===== config.mk =====
export PLATFORM = sky130hd
export DESIGN_NAME = rvc_frontend
export DESIGN_NICKNAME = d
export VERILOG_FILES = /design/src/rtl/rvc_fetch_pkg.sv /design/src/rtl/fetch_ctrl.sv /design/src/rtl/halfword_aligner.sv /design/src/rtl/instr_classifier.sv /design/src/rtl/rvc_frontend.sv
export SDC_FILE = /design/constraint.sdc
export NUM_CORES = 1
export LEC_CHECK = 0
export BUFFER_PORTS_ARGS = -buffer_cell sky130_fd_sc_hd__buf_2
export CAP_MARGIN = 20
export CORE_MARGIN = 3
export CORE_UTILIZATION = 30
export DETAILED_ROUTE_END_ITERATION = 10
export PLACE_DENSITY = 0.47
export SYNTH_ARGS = -nofsm -noshare
export SYNTH_HDL_FRONTEND = slang
export SYNTH_HIERARCHICAL = 1
export SYNTH_SLANG_ARGS = --single-unit

===== constraint.sdc =====
create_clock -name clk -period 30.2 [get_ports clk]
set_input_delay 1.51 -clock clk [delete_from_list [all_inputs] [get_ports clk]]
set_output_delay 1.51 -clock clk [all_outputs]
set_load 0.01 [all_outputs]

===== src/rtl/rvc_fetch_pkg.sv =====
package rvc_fetch_pkg;

    // ======================================================================
    // Widths
    // ======================================================================

    // Sv39 virtual address
    parameter int VADDR_WIDTH = 39;

    // Halfwords per 64-bit cache block
    parameter int BLOCK_HW = 4;

    // ======================================================================
    // Enums
    // ======================================================================

    // Coarse opcode class sent to the backend
    typedef enum logic [3:0] {
        COMPRESSED,
        ALU,
        LOAD,
        STORE,
        BRANCH,
        JUMP,
        SYSTEM,
        FENCE,
        FP,
        AMO,
        UNKNOWN
    } instr_class_t;

    // Cache request FSM in fetch_ctrl
    typedef enum logic [1:0] {
        IDLE,
        REQ,
        WAIT,
        FAULT
    } fetch_state_t;

    // ======================================================================
    // Structs
    // ======================================================================

    // One cache response, halfword 0 in the low bits
    typedef struct packed {
        logic [BLOCK_HW-1:0][15:0] data;
        logic [VADDR_WIDTH-1:0]    addr;
    } fetch_block_t;

    // Extracted instruction, upper half zero when compressed
    typedef struct packed {
        logic [VADDR_WIDTH-1:0] pc;
        logic [31:0]            bits;
        logic                   is_compressed;
    } aligned_instr_t;

    // Output packet
    typedef struct packed {
        aligned_instr_t instr;
        instr_class_t   iclass;
    } frontend_packet_t;

endpackage


===== src/rtl/fetch_ctrl.sv =====
`timescale 1ns/10ps

module fetch_ctrl #(
    parameter logic [rvc_fetch_pkg::VADDR_WIDTH-1:0] RESET_VECTOR = 39'h0010000000
) (
    input  logic                                   clk,
    input  logic                                   rst_n,
    input  logic                                   backend_redirect,
    input  logic [rvc_fetch_pkg::VADDR_WIDTH-1:0]  backend_redirect_pc,
    input  logic                                   block_need,
    input  logic                                   icache_ready,
    input  logic                                   icache_resp_valid,
    input  logic [63:0]                            icache_resp_data,
    input  logic                                   icache_resp_error,
    output logic                                   icache_req,
    output logic [rvc_fetch_pkg::VADDR_WIDTH-1:0]  icache_addr,
    output logic                                   block_valid,
    output rvc_fetch_pkg::fetch_block_t            block,
    output logic                                   fetch_exception,
    output logic [rvc_fetch_pkg::VADDR_WIDTH-1:0]  fetch_exception_addr
);

    localparam int VA = rvc_fetch_pkg::VADDR_WIDTH;

    rvc_fetch_pkg::fetch_state_t state;

    // Next block to fetch, always 8-byte aligned
    logic [VA-1:0] blk_addr;
    // Response in flight belongs to a flushed stream
    logic          discard;
    // A request is accepted and its response not yet seen
    logic          outstanding;

    assign outstanding = (state == rvc_fetch_pkg::REQ && icache_ready) ||
                         (state == rvc_fetch_pkg::WAIT && !icache_resp_valid);

    // Cache request level
    assign icache_req  = (state == rvc_fetch_pkg::REQ);
    assign icache_addr = blk_addr;

    // Address is frozen in FAULT, so it names the failing block
    assign fetch_exception      = (state == rvc_fetch_pkg::FAULT);
    assign fetch_exception_addr = blk_addr;

    // ======================================================================
    // Request FSM
    // ======================================================================
    always_ff @(posedge clk or negedge rst_n) begin
        if (!rst_n) begin
            state       <= rvc_fetch_pkg::IDLE;
            blk_addr    <= {RESET_VECTOR[VA-1:3], 3'b000};
            discard     <= 1'b0;
            block_valid <= 1'b0;
        end else begin
            block_valid <= 1'b0;
            if (backend_redirect) begin
                // Restart at the block holding the new PC
                blk_addr <= {backend_redirect_pc[VA-1:3], 3'b000};
                // Wait out a pending response before asking again
                discard  <= outstanding;
                state    <= outstanding ? rvc_fetch_pkg::WAIT : rvc_fetch_pkg::IDLE;
            end else begin
                case (state)
                    rvc_fetch_pkg::IDLE: begin
                        // Last block still on its way into the aligner
                        if (block_need && !block_valid) begin
                            state <= rvc_fetch_pkg::REQ;
                        end
                    end
                    rvc_fetch_pkg::REQ: begin
                        if (icache_ready) begin
                            state <= rvc_fetch_pkg::WAIT;
                        end
                    end
                    rvc_fetch_pkg::WAIT: begin
                        if (icache_resp_valid) begin
                            if (discard) begin
                                // Stale data, drop it
                                discard <= 1'b0;
                                state   <= rvc_fetch_pkg::IDLE;
                            end else if (icache_resp_error) begin
                                state <= rvc_fetch_pkg::FAULT;
                            end else begin
                                block_valid <= 1'b1;
                                blk_addr    <= blk_addr + VA'(8);
                                state       <= rvc_fetch_pkg::IDLE;
                            end
                        end
                    end
                    // FAULT parks until a redirect
                    default: state <= state;
                endcase
            end
        end
    end

    // Response payload, qualified by block_valid
    always_ff @(posedge clk) begin
        if (state == rvc_fetch_pkg::WAIT && icache_resp_valid) begin
            block.data <= icache_resp_data;
            block.addr <= blk_addr;
        end
    end

endmodule


===== src/rtl/halfword_aligner.sv =====
`timescale 1ns/10ps

module halfword_aligner #(
    parameter logic [rvc_fetch_pkg::VADDR_WIDTH-1:0] RESET_VECTOR = 39'h0010000000
) (
    input  logic                                   clk,
    input  logic                                   rst_n,
    input  logic                                   backend_redirect,
    input  logic [rvc_fetch_pkg::VADDR_WIDTH-1:0]  backend_redirect_pc,
    input  logic                                   block_valid,
    input  rvc_fetch_pkg::fetch_block_t            block,
    input  logic                                   take,
    output logic                                   block_need,
    output logic                                   instr_valid,
    output rvc_fetch_pkg::aligned_instr_t          instr
);

    localparam int VA      = rvc_fetch_pkg::VADDR_WIDTH;
    localparam int OFF_W   = $clog2(rvc_fetch_pkg::BLOCK_HW);
    // Lowest PC bit above the block offset
    localparam int BLK_LSB = OFF_W + 1;

    // ======================================================================
    // State
    // ======================================================================
    logic [VA-1:0]               pc;
    rvc_fetch_pkg::fetch_block_t blk;
    logic                        blk_valid;
    // Low half of a 32-bit instruction that spans two blocks
    logic [15:0]                 carry;
    logic                        carry_valid;

    // ======================================================================
    // Extraction
    // ======================================================================
    logic [OFF_W-1:0] off;
    logic             last_hw;
    logic             blk_match;
    logic [15:0]      lo;
    logic [15:0]      hi;
    logic             is32;
    logic             split;
    logic [VA-1:0]    pc_next;
    logic             release_blk;

    assign off     = pc[OFF_W:1];
    assign last_hw = (off == OFF_W'(rvc_fetch_pkg::BLOCK_HW - 1));

    // Buffered block must be the one the PC points into
    assign blk_match = carry_valid ?
                       (blk.addr[VA-1:BLK_LSB] == pc[VA-1:BLK_LSB] + 1'b1) :
                       (blk.addr[VA-1:BLK_LSB] == pc[VA-1:BLK_LSB]);

    // With carry held, upper half is halfword 0 of the new block
    assign lo   = carry_valid ? carry : blk.data[off];
    assign hi   = carry_valid ? blk.data[0] : blk.data[off + 1'b1];
    assign is32 = carry_valid || (lo[1:0] == 2'b11);

    // 32-bit start in the last halfword, upper half not here yet
    assign split = !carry_valid && is32 && last_hw && blk_valid && blk_match;

    assign pc_next     = pc + (is32 ? VA'(4) : VA'(2));
    // Next instruction starts in the following block
    assign release_blk = !carry_valid && (pc_next[VA-1:BLK_LSB] != pc[VA-1:BLK_LSB]);

    assign block_need  = !blk_valid;
    assign instr_valid = blk_valid && blk_match && !(is32 && last_hw && !carry_valid);

    assign instr.pc            = pc;
    assign instr.bits          = is32 ? {hi, lo} : {16'h0000, lo};
    assign instr.is_compressed = !is32;

    // ======================================================================
    // Control registers
    // ======================================================================
    always_ff @(posedge clk or negedge rst_n) begin
        if (!rst_n) begin
            pc          <= RESET_VECTOR;
            blk_valid   <= 1'b0;
            carry_valid <= 1'b0;
        end else if (backend_redirect) begin
            // Flush buffer and carry, jump
            pc          <= {backend_redirect_pc[VA-1:1], 1'b0};
            blk_valid   <= 1'b0;
            carry_valid <= 1'b0;
        end else if (block_valid) begin
            blk_valid <= 1'b1;
        end else if (split) begin
            // Park the low half, ask for the next block
            carry_valid <= 1'b1;
            blk_valid   <= 1'b0;
        end else if (take) begin
            pc          <= pc_next;
            carry_valid <= 1'b0;
            if (release_blk) begin
                blk_valid <= 1'b0;
            end
        end
    end

    // Payload, qualified by the valid flags above
    always_ff @(posedge clk) begin
        if (block_valid) begin
            blk <= block;
        end
        if (split) begin
            carry <= lo;
        end
    end

endmodule


===== src/rtl/instr_classifier.sv =====
`timescale 1ns/10ps

module instr_classifier (
    input  logic                            clk,
    input  logic                            rst_n,
    input  logic                            backend_redirect,
    input  logic                            backend_stall,
    input  logic                            instr_valid,
    input  rvc_fetch_pkg::aligned_instr_t   instr,
    output logic                            take,
    output logic                            out_valid,
    output rvc_fetch_pkg::frontend_packet_t out
);

    rvc_fetch_pkg::instr_class_t iclass;
    // Output register free to accept a new packet
    logic                        load;

    // ======================================================================
    // Opcode class
    // ======================================================================
    always_comb begin
        if (instr.is_compressed) begin
            iclass = rvc_fetch_pkg::COMPRESSED;
        end else begin
            case (instr.bits[6:0])
                // LUI, AUIPC, OP-IMM(-32), OP(-32)
                7'h37, 7'h17, 7'h13, 7'h1B, 7'h33, 7'h3B:
                    iclass = rvc_fetch_pkg::ALU;
                7'h03: iclass = rvc_fetch_pkg::LOAD;
                7'h23: iclass = rvc_fetch_pkg::STORE;
                7'h63: iclass = rvc_fetch_pkg::BRANCH;
                // JAL, JALR
                7'h6F, 7'h67: iclass = rvc_fetch_pkg::JUMP;
                7'h73: iclass = rvc_fetch_pkg::SYSTEM;
                7'h0F: iclass = rvc_fetch_pkg::FENCE;
                // FP load/store, fused ops, OP-FP
                7'h07, 7'h27, 7'h43, 7'h47, 7'h4B, 7'h4F, 7'h53:
                    iclass = rvc_fetch_pkg::FP;
                7'h2F: iclass = rvc_fetch_pkg::AMO;
                default: iclass = rvc_fetch_pkg::UNKNOWN;
            endcase
        end
    end

    // ======================================================================
    // Output stage
    // ======================================================================

    // Empty register fills even under stall
    assign load = !out_valid || !backend_stall;
    assign take = instr_valid && load && !backend_redirect;

    always_ff @(posedge clk or negedge rst_n) begin
        if (!rst_n) begin
            out_valid <= 1'b0;
        end else if (backend_redirect) begin
            out_valid <= 1'b0;
        end else if (load) begin
            out_valid <= instr_valid;
        end
    end

    // Packet payload, held while stalled
    always_ff @(posedge clk) begin
        if (take) begin
            out.instr  <= instr;
            out.iclass <= iclass;
        end
    end

endmodule


===== src/rtl/rvc_frontend.sv =====
`timescale 1ns/10ps

module rvc_frontend #(
    parameter logic [rvc_fetch_pkg::VADDR_WIDTH-1:0] RESET_VECTOR = 39'h0010000000
) (
    input  logic                                   clk,
    input  logic                                   rst_n,
    // Cache side
    output logic                                   icache_req,
    output logic [rvc_fetch_pkg::VADDR_WIDTH-1:0]  icache_addr,
    input  logic                                   icache_ready,
    input  logic                                   icache_resp_valid,
    input  logic [63:0]                            icache_resp_data,
    input  logic                                   icache_resp_error,
    // Backend side
    input  logic                                   backend_redirect,
    input  logic [rvc_fetch_pkg::VADDR_WIDTH-1:0]  backend_redirect_pc,
    input  logic                                   backend_stall,
    output logic                                   out_valid,
    output rvc_fetch_pkg::frontend_packet_t        out,
    output logic                                   fetch_exception,
    output logic [rvc_fetch_pkg::VADDR_WIDTH-1:0]  fetch_exception_addr
);

    // Fetch to aligner
    logic                          block_valid;
    rvc_fetch_pkg::fetch_block_t   block;
    logic                          block_need;
    // Aligner to classifier
    logic                          instr_valid;
    rvc_fetch_pkg::aligned_instr_t instr;
    logic                          take;

    fetch_ctrl #(
        .RESET_VECTOR(RESET_VECTOR)
    ) u_fetch_ctrl (
        .clk                 (clk),
        .rst_n               (rst_n),
        .backend_redirect    (backend_redirect),
        .backend_redirect_pc (backend_redirect_pc),
        .block_need          (block_need),
        .icache_ready        (icache_ready),
        .icache_resp_valid   (icache_resp_valid),
        .icache_resp_data    (icache_resp_data),
        .icache_resp_error   (icache_resp_error),
        .icache_req          (icache_req),
        .icache_addr         (icache_addr),
        .block_valid         (block_valid),
        .block               (block),
        .fetch_exception     (fetch_exception),
        .fetch_exception_addr(fetch_exception_addr)
    );

    halfword_aligner #(
        .RESET_VECTOR(RESET_VECTOR)
    ) u_aligner (
        .clk                (clk),
        .rst_n              (rst_n),
        .backend_redirect   (backend_redirect),
        .backend_redirect_pc(backend_redirect_pc),
        .block_valid        (block_valid),
        .block              (block),
        .take               (take),
        .block_need         (block_need),
        .instr_valid        (instr_valid),
        .instr              (instr)
    );

    instr_classifier u_classifier (
        .clk             (clk),
        .rst_n           (rst_n),
        .backend_redirect(backend_redirect),
        .backend_stall   (backend_stall),
        .instr_valid     (instr_valid),
        .instr           (instr),
        .take            (take),
        .out_valid       (out_valid),
        .out             (out)
    );

endmodule


=== After elaboration in Yosys (flattened, before gate mapping) ===
Cells that the tools add are included.

* Register bits: 383
* Bits of input ports: 110
* Output and inout bits: 157
* Logic and storage cells: 156

* Add/sub/neg operators: 4
* Order comparisons: 2
* Equal/unequal tests: 36
* Mux-type cells: 45
* Reduce and logical (&&, ||, !) cells: 45

{| class="wikitable"
|+ Operators by type and width
! cell !! count
|-
| $mux 39 || 9
|-
| $eq 36x36->1 || 2
|-
| $bmux 16 s2 || 2
|-
| $mux 16 || 4
|-
| $eq 7x7->1 const B || 9
|-
| $eq 7x6->1 const B || 6
|-
| $add 39x39->39 || 1
|-
| $add 39x4->39 const B || 1
|-
| $add 36x1->36 const B || 1
|-
| $ne 36x36->1 || 1
|-
| $pmux 4 s9 || 1
|-
| $eq 7x5->1 const B || 3
|-
| $mux 1 || 20
|-
| $logic_and 1x1->1 || 15
|-
| $mux 2 || 7
|-
| $reduce_bool 4->1 || 3
|-
| $logic_not 1->1 || 9
|-
| $eq 2x2->1 const B || 4
|-
| $reduce_and 4->1 || 2
|-
| $reduce_bool 2->1 || 4
|-
| $eq 7x2->1 const B || 1
|-
| $eq 7x3->1 const B || 1
|-
| $eq 7x4->1 const B || 1
|-
| $reduce_or 7->1 || 1
|-
| other kinds (17) || 24
|}

=== Longest topological paths before layout ===
* Depth after elaboration: 15
* Depth in mapped cells: 18
* Mapped depth without buffers: 15

=== Modules after synthesis ===
The synthesis kept the hierarchy.

{| class="wikitable"
|+ By module, submodules not included
! module !! instances !! cells an instance !! area an instance (um^2) !! sequential area each (um^2)
|-
| halfword_aligner || 1 || 727 || 8655.8 || 4485.6
|-
| fetch_ctrl || 1 || 448 || 5890.6 || 4005.1
|-
| instr_classifier || 1 || 113 || 2511.2 || 2307.2
|}

=== Worst setup path after synthesis ===
OpenSTA, ideal clock, no wires.

* Path type: flip-flop to flip-flop
* From: register u_aligner.pc[3]
* To: register u_aligner.pc[27]
* Library setup time: 0.082 ns
* Arrival: 10.725 ns
* Data required time: 30.118 ns
* Setup slack: 19.393 ns
* Stages on the path, launching flop included: 18
* Buffers on the path: 2
* Clock period less this slack: 10.807 ns
* Cells stage by stage: dfrtp_1 -> ha_1 -> nand4_1 -> or2_1 -> buf_2 -> or3_1 -> a2111oi_2 -> o221ai_1 -> nor4_4 -> buf_4 -> and3_1 -> inv_1 -> a211oi_1 -> nand2_1 -> nor3_1 -> nand4_1 -> or4_1 -> a31oi_1

* Longest elaborated chain between the ends: 9
* Elaborated cells between the ends (all ways): 17
* Those cells by class: add/sub: 2; eq/ne: 3; mux: 5; reduce/logical: 7

{| class="wikitable"
|+ Ends and longest elaborated chain
! item !! line !! source
|-
| start, declared || halfword_aligner.sv:26 || <nowiki>logic [VA-1:0] pc;</nowiki>
|-
| start signal, assigned || halfword_aligner.sv:83 || <nowiki>pc <= {backend_redirect_pc[VA-1:1], 1'b0};</nowiki>
|-
| start signal, assigned || halfword_aligner.sv:93 || <nowiki>pc <= pc_next;</nowiki>
|-
| $add 36x1->36 || halfword_aligner.sv:51 || <nowiki>(blk.addr[VA-1:BLK_LSB] == pc[VA-1:BLK_LSB] + 1'b1) :</nowiki>
|-
| $eq 36x36->1 || halfword_aligner.sv:51 ||
|-
| $mux 1 (*) || halfword_aligner.sv:50 || <nowiki>assign blk_match = carry_valid ?</nowiki>
|-
| $logic_and 1x1->1 (*) (2 in a row) || halfword_aligner.sv:67 || <nowiki>assign instr_valid = blk_valid && blk_match && !(is32 && last_hw && !carry_valid);</nowiki>
|-
| named net instr_valid || rvc_frontend.sv:30 || <nowiki>logic instr_valid;</nowiki>
|-
| $logic_and 1x1->1 (*) (2 in a row) || instr_classifier.sv:52 || <nowiki>assign take = instr_valid && load && !backend_redirect;</nowiki>
|-
| named net take || rvc_frontend.sv:32 || <nowiki>logic take;</nowiki>
|-
| $reduce_bool 2->1 (no line) (*) || -- ||
|-
| $reduce_and 3->1 (no line) (*) || -- ||
|}

Mark *: on every way through the listed nets, which the timed path passes. The rest lies on a longest branch. The select of a mux whose other input is x is not followed.
A chain may end at the register's enable or synchronous reset.

=== Worst setup path after layout ===
* From: register u_aligner.pc[3]
* To: register u_aligner.pc[16]

The elaborated chain is that of the path after synthesis.

==> results.yml <==
status:
  status: "completed"
power:
  ir_drop_mv: 0.0370
  leakagePower_nw: 6.95
  powerDensity_nw_per_um2: 63.4
sta:
  final.period_utilization_pct: 21.4
  worstMarginPinSlew_ns: 1.01
  slew_viol_final: 0
  setup_viol_count_final: 0
  fin_ws_ns: 23.75
  max_freq_ghz: 0.155
  post-route-min-period_ns: 6.45
  slew_headroom_pct: 32.5
  finalHoldViolations: 0
  fin_setup_tns_ns: 0
  final.setup_skew_ns: 0.0280
  rsz0062_at_grt: "false"
worst_setup_path:
  cp.arrival_ns: 6.88
  crit_required_ns: 30.63
  crit_path_max_fanout: 21
  slowest_delay_ns: 0.81
  setup.worst_path.start_class: "register"
  end_kind: "register"
  cp_slowest_cell: "nor4_4"
  path_cells: "ha_1, nand4_1, or2_1, or3_1, a2111oi_2, o221ai_1, nor4_4, and3_1, inv_1, a211oi_4, buf_4, nor2b_1, nand2_1, a2111oi_0, xnor2_1, o21ai_0"
  worst-setup-path-type: "register to register"
cts:
  numCtsBuffers: 43
  cts_hold_buf: 0
  cts.repair.resized: 0
  ctsHtreeMaxLevel: 2
  insertion_delay_ns: 0.58
  clk_pin_slew_ns: 0.06
  cts_tree: "built"
  cts.sinks: 373
  clock_path_buffers: 3
  postCtsSetupBuffers: 0
  cts-root-buf: "clkbuf_16"
detailed_routing:
  drc: 0
  routed_wl_um: 49200
  viasPerCell: 5.08
  vias: 11500
  wl_per_cell_um: 21.7
  drt_iter0_drc: 910
  dr.pass1.iters: 5
  antenna_left: 0
global_routing:
  antenna_found_initial: 2
  grt_pass1_vias: 11000
  grt_pass1_wl_um: 72900
  track_usage_pct: 16.1
  grt_max_degree: 73
  grt-ovfl-total: 0
hold_path:
  hp-class: "register to register"
synth:
  synth_area_um2: 17000
  syn_avg_cell_area_um2: 13.3
  synth_cells: 1285
  yosys_warnings: 6
place:
  port_buffers: 259
  dp_slack_ns: 23.75
  dp_hpwl_um: 34700
  gp_congestion: 0.838
  place_area_um2: 18800
floorplan:
  die_h_um: 244
  fp-row-count: 86
  die_area_um2: 59700
  core_um2: 55600
  die_x_um: 244
  io_pins: 267
  start_util_pct: 30.6
final_layout:
  mostFrequentLayoutCell: "edfxtp_1"
  final_cell_area_um2: 20100
  final_layout_size_suffix_gt1_share_pct: 27.7
  syn_to_final_growth_pct: 18.0
  final_cell_mix: "edfxtp_1, buf_2, nand2_1"
  finalNetCount: 1612
  fin_util_pct: 36.1
run:
  max_cap_viol_count: 0
## flip-flops by register name, summed over array words and instances, names as in the netlist
| signal | flops |
|---|---|
| u_fetch_ctrl/discard | 1 |
| u_fetch_ctrl/fetch_exception_addr | 36 |
| u_fetch_ctrl/state | 2 |
| u_classifier/out | 76 |
| u_aligner/blk_valid | 1 |
| u_classifier/out_valid | 1 |
| u_fetch_ctrl/block_valid | 1 |
| u_aligner/carry_valid | 1 |
| u_aligner/pc | 38 |
| u_aligner/carry | 16 |
| u_fetch_ctrl/block | 100 |
| u_aligner/blk | 100 |
## area by class of cell
| class | instances | area, um^2 |
|---|---|---|
| Multi-Input combinational cell | 771 | 5500 |
| Timing Repair Buffer | 278 | 1440 |
| Clock inverter | 21 | 203 |
| Fill cell | 5476 | 35500 |
| Clock buffer | 54 | 1120 |
| Antenna cell | 2 | 5.00 |
| Sequential cell | 373 | 10800 |
| Tap cell | 748 | 936 |
| Inverter | 25 | 96.3 |
## power by group
group | internal [mW] | leakage [nW] | switching, mW
Combinational | 0.0561 | 2.71 | 0.0840
Clock | 0.281 | 0.642 | 0.212
Sequential | 0.604 | 3.59 | 0.0362
## critical path: cells and delay by family, from the launching register on
kind / cells / cell delay [ns]
adder cells (fa/ha/maj): 1 / 0.24
AO/OA/AOI/OAI: 5 / 1.53
XOR/XNOR: 1 / 0.18
AND/OR/NAND/NOR: 7 / 3.37
flip-flops: 1 / 0.53
buffers and inverters: 2 / 0.43
## final timing paths
kind | start | endpoint | slack, ns | cells after the start
max in group asynchronous | rst_n | u_fetch_ctrl/block_valid | 28.05 | 2
worst max-delay path | u_aligner/pc[3] | u_aligner/pc[16] | 23.75 | 16
min in group asynchronous | rst_n | u_aligner/pc[24] | 0.87 | 1
worst max register to register | u_aligner/pc[3] | u_aligner/pc[16] | 23.75 | 16
worst min register to register | u_fetch_ctrl/block[40] | u_aligner/blk[40] | 0.41 | 0
worst min-delay path | u_fetch_ctrl/block[40] | u_aligner/blk[40] | 0.41 | 0
## metal layers
layer	up-vias	track usage (%)	wire [um]	share of wire (%)
met3	61	2.31	3100	6.3
li1	5324	-	-	-
met2	423	24.1	21600	44
met5	-	0	0	0
met4	0	5.31	1220	2.5
met1	5741	24.0	23300	47
## stage by stage
step,power [mW],hold WS (ns),std cells
global placement,0.789,0.401,2194
finish,1.27,0.410,2272
floorplan,0.740,0.400,1290
global route,1.33,0.407,2271
detailed placement,0.793,0.405,2194
CTS,1.29,0.410,2269
Power figures use the tool's default switching activity.
